===== src/n163_pkg.sv =====
// N163 mapper package with bus widths, bank types and register page numbers
package n163_pkg;

	// CPU and PPU side buses
	typedef logic [15:0] cpu_addr_t;
	typedef logic [13:0] ppu_addr_t;
	typedef logic [7:0]  data_t;

	// bank numbers as held in the register file
	typedef logic [5:0]  prg_bank_t; // 8 KB units
	typedef logic [7:0]  chr_bank_t; // 1 KB units

	// translated addresses toward the cartridge memories
	typedef logic [18:0] prg_out_t;  // bank plus 13 bit offset
	typedef logic [17:0] chr_out_t;  // bank plus 10 bit offset

	typedef logic [15:0] irq_count_t; // bit 15 enables counting

	// write pages, decoded from cpu address bits 15:11
	// first of twelve CHR bank pages
	localparam logic [4:0] PAGE_CHR0   = 5'b10000; // $8000
	localparam logic [4:0] PAGE_PRG89  = 5'b11100; // $e000
	localparam logic [4:0] PAGE_CHRAB  = 5'b11101; // $e800
	localparam logic [4:0] PAGE_PRGCD  = 5'b11110; // $f000

	// IRQ counter bytes, readable as well as writable
	localparam logic [4:0] PAGE_IRQ_LO = 5'b01010; // $5000
	localparam logic [4:0] PAGE_IRQ_HI = 5'b01011; // $5800

	// last 8 KB of the CPU map always sees the top bank
	localparam prg_bank_t PRG_FIXED_BANK = 6'b111111;

	// PRG bus bank used for the 8 KB work RAM at $6000
	localparam prg_bank_t WRAM_BANK = 6'b000000;

	// banks $e0 and above pick CIRAM or CHR RAM instead of ROM
	localparam chr_bank_t CIRAM_BANK_MIN = 8'he0;

endpackage

===== src/n163_mapper.sv =====
// N163 mapper core joining bank registers, PRG and CHR translation and the IRQ timer
module n163_mapper #(
	parameter n163_pkg::prg_bank_t PRG_BANK_MASK = '1,
	parameter n163_pkg::chr_bank_t CHR_BANK_MASK = '1
) (
	input  logic                clk20,
	input  logic                reset,
	input  logic                ce,         // one clock per CPU cycle
	input  n163_pkg::cpu_addr_t prg_ain,
	input  n163_pkg::data_t     prg_din,
	input  logic                prg_write,
	input  n163_pkg::ppu_addr_t chr_ain,
	input  logic                chr_read,
	input  logic                chr_write,
	output n163_pkg::prg_out_t  prg_aout,
	output n163_pkg::data_t     prg_dout,
	output logic                prg_oe,
	output logic                prg_allow,
	output n163_pkg::chr_out_t  chr_aout,
	output logic                chr_ram_oe,
	output logic                chr_ram_we,
	output logic                vram_ce,
	output logic                vram_a10,
	output logic                irq
);
	import n163_pkg::*;

	prg_bank_t  prg_bank89;
	prg_bank_t  prg_bank_ab;
	prg_bank_t  prg_bank_cd;
	chr_bank_t  chr_bank [12];
	logic [1:0] chr_ram_en;
	logic       prg_is_ram;
	logic       mem_oe;
	data_t      reg_dout;  // IRQ counter readback
	logic       reg_oe;

	n163_bank_regs bank_regs_i (
		.clk20       (clk20),
		.reset       (reset),
		.ce          (ce),
		.prg_write   (prg_write),
		.prg_ain     (prg_ain),
		.prg_din     (prg_din),
		.prg_bank89  (prg_bank89),
		.prg_bank_ab (prg_bank_ab),
		.prg_bank_cd (prg_bank_cd),
		.chr_bank    (chr_bank),
		.chr_ram_en  (chr_ram_en)
	);

	n163_prg_map #(.PRG_BANK_MASK(PRG_BANK_MASK)) prg_map_i (
		.prg_ain     (prg_ain),
		.prg_write   (prg_write),
		.prg_bank89  (prg_bank89),
		.prg_bank_ab (prg_bank_ab),
		.prg_bank_cd (prg_bank_cd),
		.prg_aout    (prg_aout),
		.prg_is_ram  (prg_is_ram),
		.mem_oe      (mem_oe)
	);

	n163_chr_map #(.CHR_BANK_MASK(CHR_BANK_MASK)) chr_map_i (
		.chr_ain    (chr_ain),
		.chr_read   (chr_read),
		.chr_write  (chr_write),
		.chr_bank   (chr_bank),
		.chr_ram_en (chr_ram_en),
		.chr_aout   (chr_aout),
		.chr_ram_oe (chr_ram_oe),
		.chr_ram_we (chr_ram_we),
		.vram_ce    (vram_ce),
		.vram_a10   (vram_a10)
	);

	n163_irq_timer irq_timer_i (
		.clk20     (clk20),
		.reset     (reset),
		.ce        (ce),
		.prg_write (prg_write),
		.prg_ain   (prg_ain),
		.prg_din   (prg_din),
		.irq       (irq),
		.reg_dout  (reg_dout),
		.reg_oe    (reg_oe)
	);

	assign prg_oe    = reg_oe || mem_oe;
	assign prg_dout  = reg_oe ? reg_dout : prg_din; // register reads override the bus
	assign prg_allow = (prg_ain[15] && !prg_write) || prg_is_ram; // ROM reads, RAM both ways

endmodule


===== src/n163_irq_timer.sv =====
// N163 IRQ timer with a readable 15 bit up counter acknowledged at $5000 to $5FFF
module n163_irq_timer (
	input  logic                clk20,
	input  logic                reset,
	input  logic                ce,
	input  logic                prg_write,
	input  n163_pkg::cpu_addr_t prg_ain,
	input  n163_pkg::data_t     prg_din,
	output logic                irq,
	output n163_pkg::data_t     reg_dout,
	output logic                reg_oe
);
	import n163_pkg::*;

	irq_count_t count;
	irq_count_t count_next;
	logic       count_en;
	logic       page_lo;
	logic       page_hi;
	logic       irq_page;

	assign page_lo  = prg_ain[15:11] == PAGE_IRQ_LO;
	assign page_hi  = prg_ain[15:11] == PAGE_IRQ_HI;
	assign irq_page = page_lo || page_hi;  // whole $5000 to $5fff

	assign count_next = count + 1'b1;
	assign count_en   = count[15] && !(&count[14:0]); // stops at $ffff

	always_ff @(posedge clk20) begin
		if (reset) begin
			count <= '0;
			irq   <= 1'b0;
		end else if (ce) begin
			// any access here acknowledges, ahead of a new timeout
			if (irq_page) begin
				irq <= 1'b0;
			end else if (&count) begin
				irq <= 1'b1;
			end

			if (prg_write && page_lo) begin
				count[7:0] <= prg_din;
			end else if (count_en) begin
				count[7:0] <= count_next[7:0];
			end

			if (prg_write && page_hi) begin
				count[15:8] <= prg_din;
			end else if (count_en) begin
				count[15:8] <= count_next[15:8];
			end
		end
	end

	assign reg_dout = page_hi ? count[15:8] : count[7:0];
	assign reg_oe   = !prg_write && irq_page;

	// a new irq needs a ce with the counter saturated just before
	irq_cause: assert property (
		@(posedge clk20) disable iff (reset)
		$rose(irq) |-> $past(ce && (&count))
	) else $error("irq rose without the counter at all ones");

endmodule


===== src/n163_chr_map.sv =====
// N163 CHR translator steering PPU accesses to CHR ROM, CHR RAM or CIRAM
module n163_chr_map #(
	parameter n163_pkg::chr_bank_t CHR_BANK_MASK = '1
) (
	input  n163_pkg::ppu_addr_t chr_ain,
	input  logic                chr_read,
	input  logic                chr_write,
	input  n163_pkg::chr_bank_t chr_bank [12],
	input  logic [1:0]          chr_ram_en,
	output n163_pkg::chr_out_t  chr_aout,
	output logic                chr_ram_oe,
	output logic                chr_ram_we,
	output logic                vram_ce,
	output logic                vram_a10
);
	import n163_pkg::*;

	logic [3:0] slot;      // 1 KB window of the PPU map
	chr_bank_t  sel_bank;
	logic       high_bank; // $e0 and up
	logic       chr_ram;
	logic       name_half;

	assign slot      = chr_ain[13:10];
	assign name_half = chr_ain[13];

	// nametable windows $2000 and $3000 share registers 8 to 11
	always_comb begin
		if (slot[3]) begin
			sel_bank = chr_bank[{2'b10, slot[1:0]}];
		end else begin
			sel_bank = chr_bank[slot[2:0]];
		end
	end

	assign high_bank = sel_bank >= CIRAM_BANK_MIN;

	// enable bit picked by a12, set bit keeps the bank in ROM
	assign chr_ram = high_bank && !name_half && !chr_ram_en[chr_ain[12]]; // pattern half only

	always_comb begin
		if (name_half) begin
			vram_ce    = high_bank; // console nametable RAM
			chr_ram_oe = !high_bank && chr_read;
		end else begin
			vram_ce    = 1'b0;
			chr_ram_oe = chr_read;
		end
	end

	assign chr_ram_we = chr_write && chr_ram;

	assign vram_a10 = sel_bank[0];   // picks one of the two CIRAM pages
	assign chr_aout = {sel_bank & CHR_BANK_MASK, chr_ain[9:0]};

	// CIRAM and cartridge RAM never written on the same access
	no_double_write: assert final (!(vram_ce && chr_ram_we))
		else $error("vram_ce and chr_ram_we high together");

endmodule


===== src/n163_prg_map.sv =====
// N163 PRG translator mapping CPU addresses onto PRG ROM and work RAM
module n163_prg_map #(
	parameter n163_pkg::prg_bank_t PRG_BANK_MASK = '1
) (
	input  n163_pkg::cpu_addr_t prg_ain,
	input  logic                prg_write,
	input  n163_pkg::prg_bank_t prg_bank89,
	input  n163_pkg::prg_bank_t prg_bank_ab,
	input  n163_pkg::prg_bank_t prg_bank_cd,
	output n163_pkg::prg_out_t  prg_aout,
	output logic                prg_is_ram,
	output logic                mem_oe
);
	import n163_pkg::*;

	prg_bank_t slot_bank;  // bank for the 8 KB slot
	prg_bank_t rom_bank;
	logic      rom_sel;

	// slot chosen by a14:a13 within $8000 to $ffff
	always_comb begin
		case (prg_ain[14:13])
			2'd0: slot_bank = prg_bank89;
			2'd1: slot_bank = prg_bank_ab;
			2'd2: slot_bank = prg_bank_cd;
			default: slot_bank = PRG_FIXED_BANK;
		endcase
	end

	assign rom_bank   = slot_bank & PRG_BANK_MASK; // wrap to the ROM size
	assign rom_sel    = prg_ain[15];
	assign prg_is_ram = prg_ain[15:13] == 3'b011;  // $6000 to $7fff

	always_comb begin
		if (prg_is_ram) begin
			prg_aout = {WRAM_BANK, prg_ain[12:0]};
		end else begin
			prg_aout = {rom_bank, prg_ain[12:0]};
		end
	end

	// memory drives the data bus on reads only
	assign mem_oe = !prg_write && (rom_sel || prg_is_ram);

endmodule


===== src/n163_bank_regs.sv =====
// N163 bank register file loaded by CPU writes in the $8000 to $F7FF window
module n163_bank_regs (
	input  logic                clk20,
	input  logic                reset,
	input  logic                ce,
	input  logic                prg_write,
	input  n163_pkg::cpu_addr_t prg_ain,
	input  n163_pkg::data_t     prg_din,
	output n163_pkg::prg_bank_t prg_bank89,
	output n163_pkg::prg_bank_t prg_bank_ab,
	output n163_pkg::prg_bank_t prg_bank_cd,
	output n163_pkg::chr_bank_t chr_bank [12],
	output logic [1:0]          chr_ram_en
);
	import n163_pkg::*;

	localparam int CHR_REGS = 12;

	logic [4:0] page;   // 2 KB write page
	logic       wr_en;
	logic [CHR_REGS*$bits(chr_bank_t)-1:0] chr_flat;

	assign page  = prg_ain[15:11];
	assign wr_en = ce && prg_write;

	always_ff @(posedge clk20) begin
		if (reset) begin
			for (int i = 0; i < CHR_REGS; i++) begin
				chr_bank[i] <= '0;
			end
			prg_bank89  <= '0;
			prg_bank_ab <= '0;
			prg_bank_cd <= '0;
			chr_ram_en  <= '0;
		end else if (wr_en) begin
			// $8000 to $dfff, one CHR register per 2 KB page
			for (int i = 0; i < CHR_REGS; i++) begin
				if (page == PAGE_CHR0 + 5'(i)) begin
					chr_bank[i] <= prg_din;
				end
			end
			case (page)
				PAGE_PRG89: prg_bank89 <= prg_din[5:0]; // top bits belong to sound/mirroring
				PAGE_CHRAB: begin
					prg_bank_ab <= prg_din[5:0];
					chr_ram_en  <= prg_din[7:6]; // 1 disables CHR RAM in that half
				end
				PAGE_PRGCD: prg_bank_cd <= prg_din[5:0];
				default: ;
			endcase
		end
	end

	// flat copy of the CHR registers for the hold check
	always_comb begin
		for (int i = 0; i < CHR_REGS; i++) begin
			chr_flat[i*$bits(chr_bank_t) +: $bits(chr_bank_t)] = chr_bank[i];
		end
	end

	// nothing moves between qualified CPU writes
	regs_hold: assert property (
		@(posedge clk20) disable iff (reset)
		!wr_en |=> $stable({prg_bank89, prg_bank_ab, prg_bank_cd, chr_ram_en, chr_flat})
	) else $error("bank register changed without a CPU write");

endmodule


===== config.mk =====
export PLATFORM = sky130hd
export DESIGN_NAME = n163_mapper
export DESIGN_NICKNAME = d
export VERILOG_FILES = /design/src/n163_pkg.sv /design/src/n163_mapper.sv /design/src/n163_irq_timer.sv /design/src/n163_chr_map.sv /design/src/n163_prg_map.sv /design/src/n163_bank_regs.sv
export SDC_FILE = /design/constraint.sdc
export NUM_CORES = 1
export LEC_CHECK = 0
export BUFFER_PORTS_ARGS = -buffer_cell sky130_fd_sc_hd__buf_4
export CAP_MARGIN = 15
export CORE_MARGIN = 5
export CORE_UTILIZATION = 25
export DETAILED_ROUTE_END_ITERATION = 6
export GPL_TIMING_DRIVEN = 0
export HOLD_SLACK_MARGIN = 0.06
export SETUP_SLACK_MARGIN = 0.2
export SYNTH_ARGS = -nofsm -noshare
export SYNTH_HDL_FRONTEND = slang
export SYNTH_SLANG_ARGS = --single-unit

===== constraint.sdc =====
create_clock -name clk20 -period 7.6 [get_ports clk20]
set_input_delay 1.52 -clock clk20 [delete_from_list [all_inputs] [get_ports clk20]]
set_output_delay 1.52 -clock clk20 [all_outputs]
set_load 0.03 [all_outputs]

==> results of run 1 <==
-- registers in the layout, summed over array words and instances, names as in the netlist --
signal and count:
bank_regs_i.chr_bank 96, bank_regs_i.prg_bank_cd 6, bank_regs_i.prg_bank89 6, bank_regs_i.chr_ram_en 2, irq_timer_i.count 16, irq_timer_i.irq 1, bank_regs_i.prg_bank_ab 6
-- final timing paths --
kind,endpoint,cells after the start,slack [ns],from
max,chr_aout[10],8,2.51,chr_ain[10]
max reg2reg,irq_timer_i.count[9],7,5.33,irq_timer_i.count[1]
min reg2reg,bank_regs_i.chr_bank[62],2,0.46,bank_regs_i.chr_bank[62]
min,bank_regs_i.chr_bank[62],2,0.46,bank_regs_i.chr_bank[62]
-- cells in the final DEF (no fill, tap or decap), types with 19 or more instances in the layout --
master      n
a21oi_1    39
nor2_1    121
nand3_1    19
mux2i_1   116
o21ai_0    28
nand2_1    39
clkbuf_1   34
mux4_2     30
buf_4      92
dfxtp_1   133
-- routing by layer --
metal | vias up | global-route usage, % | share of wire [%]
met3 | 25 | 2.284 | 5.1
li1 | 2631 | - | -
met5 | - | 0 | 0
met2 | 154 | 21.76 | 48
met4 | 0 | 4.619 | 1.9
met1 | 2621 | 16.86 | 45
-- worst min-delay path, stage by stage (launching register included) --
cell,delay (ns)
dfxtp_1,0.31
nand2_1,0.05
a21oi_1,0.05
-- cell type report --
cell class                      count  area [sq um]  area share (%)
Buffer                             82         435.4           5.315
Clock buffer                       19         432.9           5.284
Clock inverter                     10         135.1           1.649
Inverter                            4         15.01          0.1833
Multi-Input combinational cell    482          3612           44.09
Sequential cell                   133          2663           32.50
Tap cell                          341         426.7           5.208
Timing Repair Buffer               63         473.0           5.773
-- kinds of logic after synthesis --
group	count (synthesis)	share of synthesized area, %
compound gates	93	8.149
simple gates	238	17.40
flops	133	39.59
fa+ha+maj	1	0.1860
mux	150	27.98
buf+inv	86	6.698
-- per-stage QoR --
step	cell area (sq um)	total power, mW	std cells	utilization, %	hold WS (ns)
final	8193	1.657	1134	30.66	0.4626
after global routing	8193	1.710	1134	30.66	0.4703
after CTS	8193	1.669	1134	30.66	0.4596
after detailed placement	7625	0.8648	1105	28.53	0.4514
after global placement	7625	0.8641	1105	28.53	0.4445
after floorplan	6725	0.8097	701	-	0.4331
-- power groups by stage --
stage	clock network (mW)	registers, mW	logic (mW)
detailed placement	0	0.716	0.148
finish	0.808	0.701	0.148
floorplan	0	0.716	0.0937
global route	0.851	0.701	0.157
global placement	0	0.716	0.148
CTS	0.819	0.701	0.149
==> results by group, run 1 <==
Route
  • Wirelength per Cell: 17.49 microns
  • Initial DRC Count: 348
  • Via Count: 5431
  • DRT antenna net count: 0
  • Vias per inst: 4.789
  • Drt pass-1 iters: 5
  • Final wirelength: 19830 microns
  • # DRC: 0

Logic synthesis
  • Number of synthesized flops with an enable pin: 0
  • Ys async rst share: 0%
  • Sequential area share after synthesis: 39.59%
  • Syn avg cell area: 9.594 sq um
  • Post-synth top cells: 133 x dfxtp_1, 121 x nor2_1, 116 x mux2i_1, 39 x a21oi_1, 39 x nand2_1
  • Synth Warn #: 0
  • Cell taking the most area after synthesis: dfxtp_1
  • Most common cell in the netlist: dfxtp_1
  • Most common flop cell mapped by yosys: dfxtp_1
  • Post-synth top area share: 39.59%
  • Most area-consuming cells after synthesis: dfxtp_1 40%, mux2i_1 17%, mux4_2 10%, nor2_1 6.8%, buf_4 3.2%
  • Mapped Nets: 746
  • Unique masters post-synth: 54
  • Post-Syn Instances: 701
  • Synthesized flop and latch total: 133
  • Post-Syn Area: 6725 sq um

Power
  • P_sw: 0.3995 mW
  • Peak supply drop: 186.8 uV
  • Clk pwr share: 48.7%
  • Sw Share: 24.11%
  • Gate power share: 8.9%
  • Int Pwr: 1.258 mW
  • Pwr/cell area: 202.3 nW/um^2
  • Pleak: 3.110 nW
  • Reg power frac: 42.3%

Worst setup path
  • Crit-path cells: buf_2 > buf_4 > buf_4 > mux4_2 > mux2i_1 > o21ai_0 > buf_4 > buf_4
  • WP buf/inv: 5
  • CP most frequent cell: buf_4
  • CP max-delay cell: mux4_2
  • Setup CP Type: in -> out
  • Critical path's largest stage delay: 0.55 ns
  • Arrival @ worst endpoint: 3.57 ns
  • Crit path launch type: primary input
  • Critical Path End Type: primary output
  • Critical Path RT: 6.08 ns
  • Crit path max fanout: 10
  • Worst path top cell family by delay: buffers and inverters

Placed design
  • Detailed placement HPWL: 14150 microns
  • RD Place Congestion: 0.8971
  • Place WS: 2.476 ns
  • IO Port Bufs: 63

Hold path
  • Min-Delay Path Class: reg -> reg

STA
  • Count of final setup violators: 0
  • Max_slew headroom: 49.31%
  • Slew Viols, Final: 0
  • Final min period: 5.091 ns
  • Final hold vios: 0
  • RSZ-0062 raised after global routing: false
  • Setup TNS: 0 ns
  • Min setup slack post-route: 2.509 ns
  • Worst Tran Pin Value: 0.7604 ns
  • Final period utilization: 66.98%
  • Max Clock Skew: 0.006475 ns
  • Maximum clock frequency: 0.1964 GHz

Clocking
  • Post-CTS setup buffers: 0
  • Sink Count: 133
  • H-tree depth: 4
  • Clock transition at the registers of the reported paths: 0.06 ns
  • CTS resizes: 0
  • CTS Buf Count: 17
  • CTS tree: done
  • Hold_buf cts: 0
  • Worst-Skew Late Latency: 0.42 ns
  • Root buffer cell: clkbuf_16
  • Max Buffers Root-to-Sink: 2

GRT
  • First-pass GRT wire length: 30910 microns
  • Vias in the first global route: 5311
  • Largest net degree at the start of global routing: 17
  • Initial antenna violation count: 0
  • Total Routing Usage GR: 12.99%
  • Grt total ovfl: 0

Layout
  • Final net count: 828
  • Share of layout cells above drive strength 1: 23.20%
  • Area grow syn2layout: 21.82%
  • ANT cells: 0
  • Fillcell total: 2820

Floorplan
  • Die Span X: 174.0 microns
  • Die height: 174.0 microns
  • # rows: 60
  • Initial Util: 25.16%
  • Core ar.: 26730 sq um
  • Die area: 30280 sq um
  • I/O pin count: 96

Status
  • Outcome: finished clean

Flow run
  • Max cap viols: 0
No activity file was read; power rests on OpenSTA's default activity.
==> run 2: changes to the inputs <==
ABC_AREA = 1   (was unset)
clock period = 5.1 ns   (was 7.6 ns; I/O delays follow)
==> results by group, run 2 <==
Placed design
  • Number of cells in the design after placement: 1447
  • Placed inst area: 7766 sq um
  • Detailed placement HPWL: 16790 microns
  • IO Port Bufs: 71
  • RD Place Congestion: 0.8403

Clocking
  • Post-CTS setup buffers: 0
  • Hold_buf cts: 0
  • Max Buffers Root-to-Sink: 2
  • Clock transition at the registers of the reported paths: 0.06 ns
  • CTS resizes: 0
  • H-tree depth: 4
  • CTS tree: done
  • Worst-Skew Late Latency: 0.42 ns
  • Root buffer cell: clkbuf_16
  • CTS Buf Count: 17
  • Sink Count: 133

Floorplan
  • Die Span X: 175.0 microns
  • # rows: 60
  • Die area: 30630 sq um
  • Initial Util: 25.33%
  • Die height: 175.0 microns
  • I/O pin count: 96
  • Core ar.: 26880 sq um

Power
  • Int Pwr: 1.921 mW
  • Reg power frac: 39.8%
  • Peak supply drop: 264.4 uV
  • Sw Share: 27.34%
  • Gate power share: 11.7%
  • Pleak: 3.344 nW
  • Clk pwr share: 48.4%
  • Pwr/cell area: 315.8 nW/um^2
  • P_sw: 0.7228 mW

Layout
  • Final net count: 1170
  • Max FFs per register: 96
  • Finished Layout Cells: 1478
  • Top Registers: bank_regs_i.chr_bank x96, irq_timer_i.count x16
  • ANT cells: 0
  • Reg with most FFs: bank_regs_i.chr_bank
  • Most frequent cells in the layout: 205 x nand2_1, 160 x a21oi_1, 159 x o21ai_0
  • Most common cell after layout, fill and taps aside: nand2_1
  • Area grow syn2layout: 23.00%
  • Share of layout cells above drive strength 1: 13.46%
  • Final Instance Area: 8372 sq um
  • Fillcell total: 2978

Logic synthesis
  • Sequential area share after synthesis: 39.12%
  • Most common cell in the netlist: nand2_1
  • Most common flop cell mapped by yosys: dfxtp_1
  • Post-synth top area share: 39.12%
  • Post-Synth XOR/XNOR Area: 0.2574%
  • Post-synth top cells: 205 x nand2_1, 160 x a21oi_1, 159 x o21ai_0, 133 x dfxtp_1, 105 x inv_1
  • Unique masters post-synth: 30
  • Compound-cell area share of the yosys netlist: 24.38%
  • Post-Syn Instances: 1035
  • Number of synthesized flops with an enable pin: 0
  • Synthesized flop and latch total: 133
  • Mapped Nets: 1080
  • Ys async rst share: 0%
  • Syn avg cell area: 6.576 sq um
  • Most area-consuming cells after synthesis: dfxtp_1 39%, a21oi_1 12%, o21ai_0 12%, nand2_1 11%, nand3_1 6.3%
  • Synth Area in Adders: 0.1838%
  • Synth Warn #: 0
  • Post-Syn Area: 6807 sq um
  • Simple-gate share of the synthesized area: 23.51%
  • Post-synthesis mux area share: 0%
  • Combinational family with the most area after synthesis: compound AO/OA/AOI/OAI gates
  • Cell taking the most area after synthesis: dfxtp_1

STA
  • RSZ-0062 raised after global routing: false
  • Final hold slack: 0.4507 ns
  • Count of final setup violators: 0
  • Slew Viols, Final: 0
  • Final hold vios: 0
  • Setup TNS: 0 ns
  • Worst Tran Pin Value: 0.7341 ns
  • Max Clock Skew: 0.007276 ns
  • Final min period: 3.992 ns
  • Final period utilization: 78.27%
  • Maximum clock frequency: 0.2505 GHz
  • Max_slew headroom: 51.06%

GRT
  • Largest net degree at the start of global routing: 17
  • Routing usage on met1: 20.87%
  • Total Routing Usage GR: 14.61%
  • M3 GR Usage: 3.137%
  • Grt total ovfl: 0
  • First-pass GRT wire length: 35800 microns
  • Met2 Use GR: 22.18%
  • Initial antenna violation count: 0
  • Busiest grt layer: met2
  • Vias in the first global route: 6530

Worst setup path
  • Worst reg-to-reg path cell count: 13
  • Crit-path cells: buf_4 > inv_1 > clkbuf_1 > clkbuf_1 > nor2_1 > o21ai_0 > nand2_1 > nand2_1 > buf_4 > buf_4
  • CP most frequent cell: buf_4
  • Setup CP Type: in -> out
  • Crit path max fanout: 10
  • Critical Path RT: 4.08 ns
  • CP max-delay cell: clkbuf_1
  • CP Depth: 10
  • Arrival @ worst endpoint: 2.97 ns
  • Critical path's largest stage delay: 0.48 ns
  • WP buf/inv: 6
  • Critical Path End Type: primary output
  • Worst path top cell family by delay: buffers and inverters
  • Crit path launch type: primary input

Hold path
  • Min-Delay Path Class: reg -> reg
  • Hold Path Depth: 2

Route
  • # DRC: 0
  • Via Count: 7074
  • Initial DRC Count: 625
  • DRT antenna net count: 0
  • Vias per inst: 4.786
  • Final wirelength: 22690 microns
  • Wirelength per Cell: 15.35 microns
  • Drt pass-1 iters: 5

Flow run
  • Max cap viols: 0

Status
  • Outcome: finished clean
[run 2: cell count changes after synthesis, sizes merged, moves of 13 or more]
| cell | delta |
|---|---|
| nand2 | +170 |
| o21ai | +129 |
| a21oi | +120 |
| mux2i | -116 |
| inv | +104 |
| nand3 | +67 |
| nor2 | -60 |
| mux4 | -30 |
| clkbuf | +16 |
| buf | -13 |
[run 2: cells by family (layout without fill, tap and decap cells)]
group                    after synthesis  count (layout)
AO/OA/AOI/OAI                        327             327
buffers and inverters                197             299
XOR/XNOR                               2               2
flip-flops                           133             133
adder cells (fa/ha/maj)                1               1
AND/OR/NAND/NOR                      375             375
[run 2: cell type report]
class	count	area, sq um	share of cell area, %
flip-flops and latches	133	2663	31.80
clock inverters	13	176.4	2.107
plain buffers	85	434.2	5.186
inverters	112	420.4	5.022
well taps	341	426.7	5.096
clock buffers	18	429.2	5.126
multi-input cells	705	3289	39.29
repair buffers	71	533.0	6.367
[run 2: worst paths after layout]
| check | startpoint | end | slack, ns |
|---|---|---|---|
| max | chr_ain[10] | chr_aout[10] | 1.11 |
| min | bank_regs_i.chr_bank[70] | bank_regs_i.chr_bank[70] | 0.45 |
| max reg2reg | irq_timer_i.count[5] | irq_timer_i.count[8] | 3.22 |
| min reg2reg | bank_regs_i.chr_bank[70] | bank_regs_i.chr_bank[70] | 0.45 |
[run 2: power groups by stage]
stage | Sequential, mW | Combinational, mW | Clock (mW)
2_1_floorplan | 1.07 | 0.191 | 0
3_3_place_gp | 1.08 | 0.307 | 0
3_5_place_dp | 1.08 | 0.309 | 0
4_1_cts | 1.05 | 0.310 | 1.30
5_1_grt | 1.05 | 0.338 | 1.34
6_report | 1.05 | 0.311 | 1.28
[run 2: stage by stage]
stage,setup WS [ns],util (%),total power [mW]
3_5_place_dp,1.163,28.90,1.384
3_3_place_gp,1.168,28.90,1.382
6_report,1.108,31.15,2.644
5_1_grt,1.007,31.15,2.734
4_1_cts,1.140,31.15,2.659
2_1_floorplan,1.584,-,1.264
[run 2: layer usage]
metal  wire [microns]  part of all wire [%]
met2             9842                    43
met3             1586                   7.0
met1            10900                    48
met5                0                     0
met4              360                   1.6
[run 2: worst min-delay path, cell delays in order (launching register included)]
cell     delay, ns
dfxtp_1       0.30
inv_1         0.06
a21oi_1       0.05
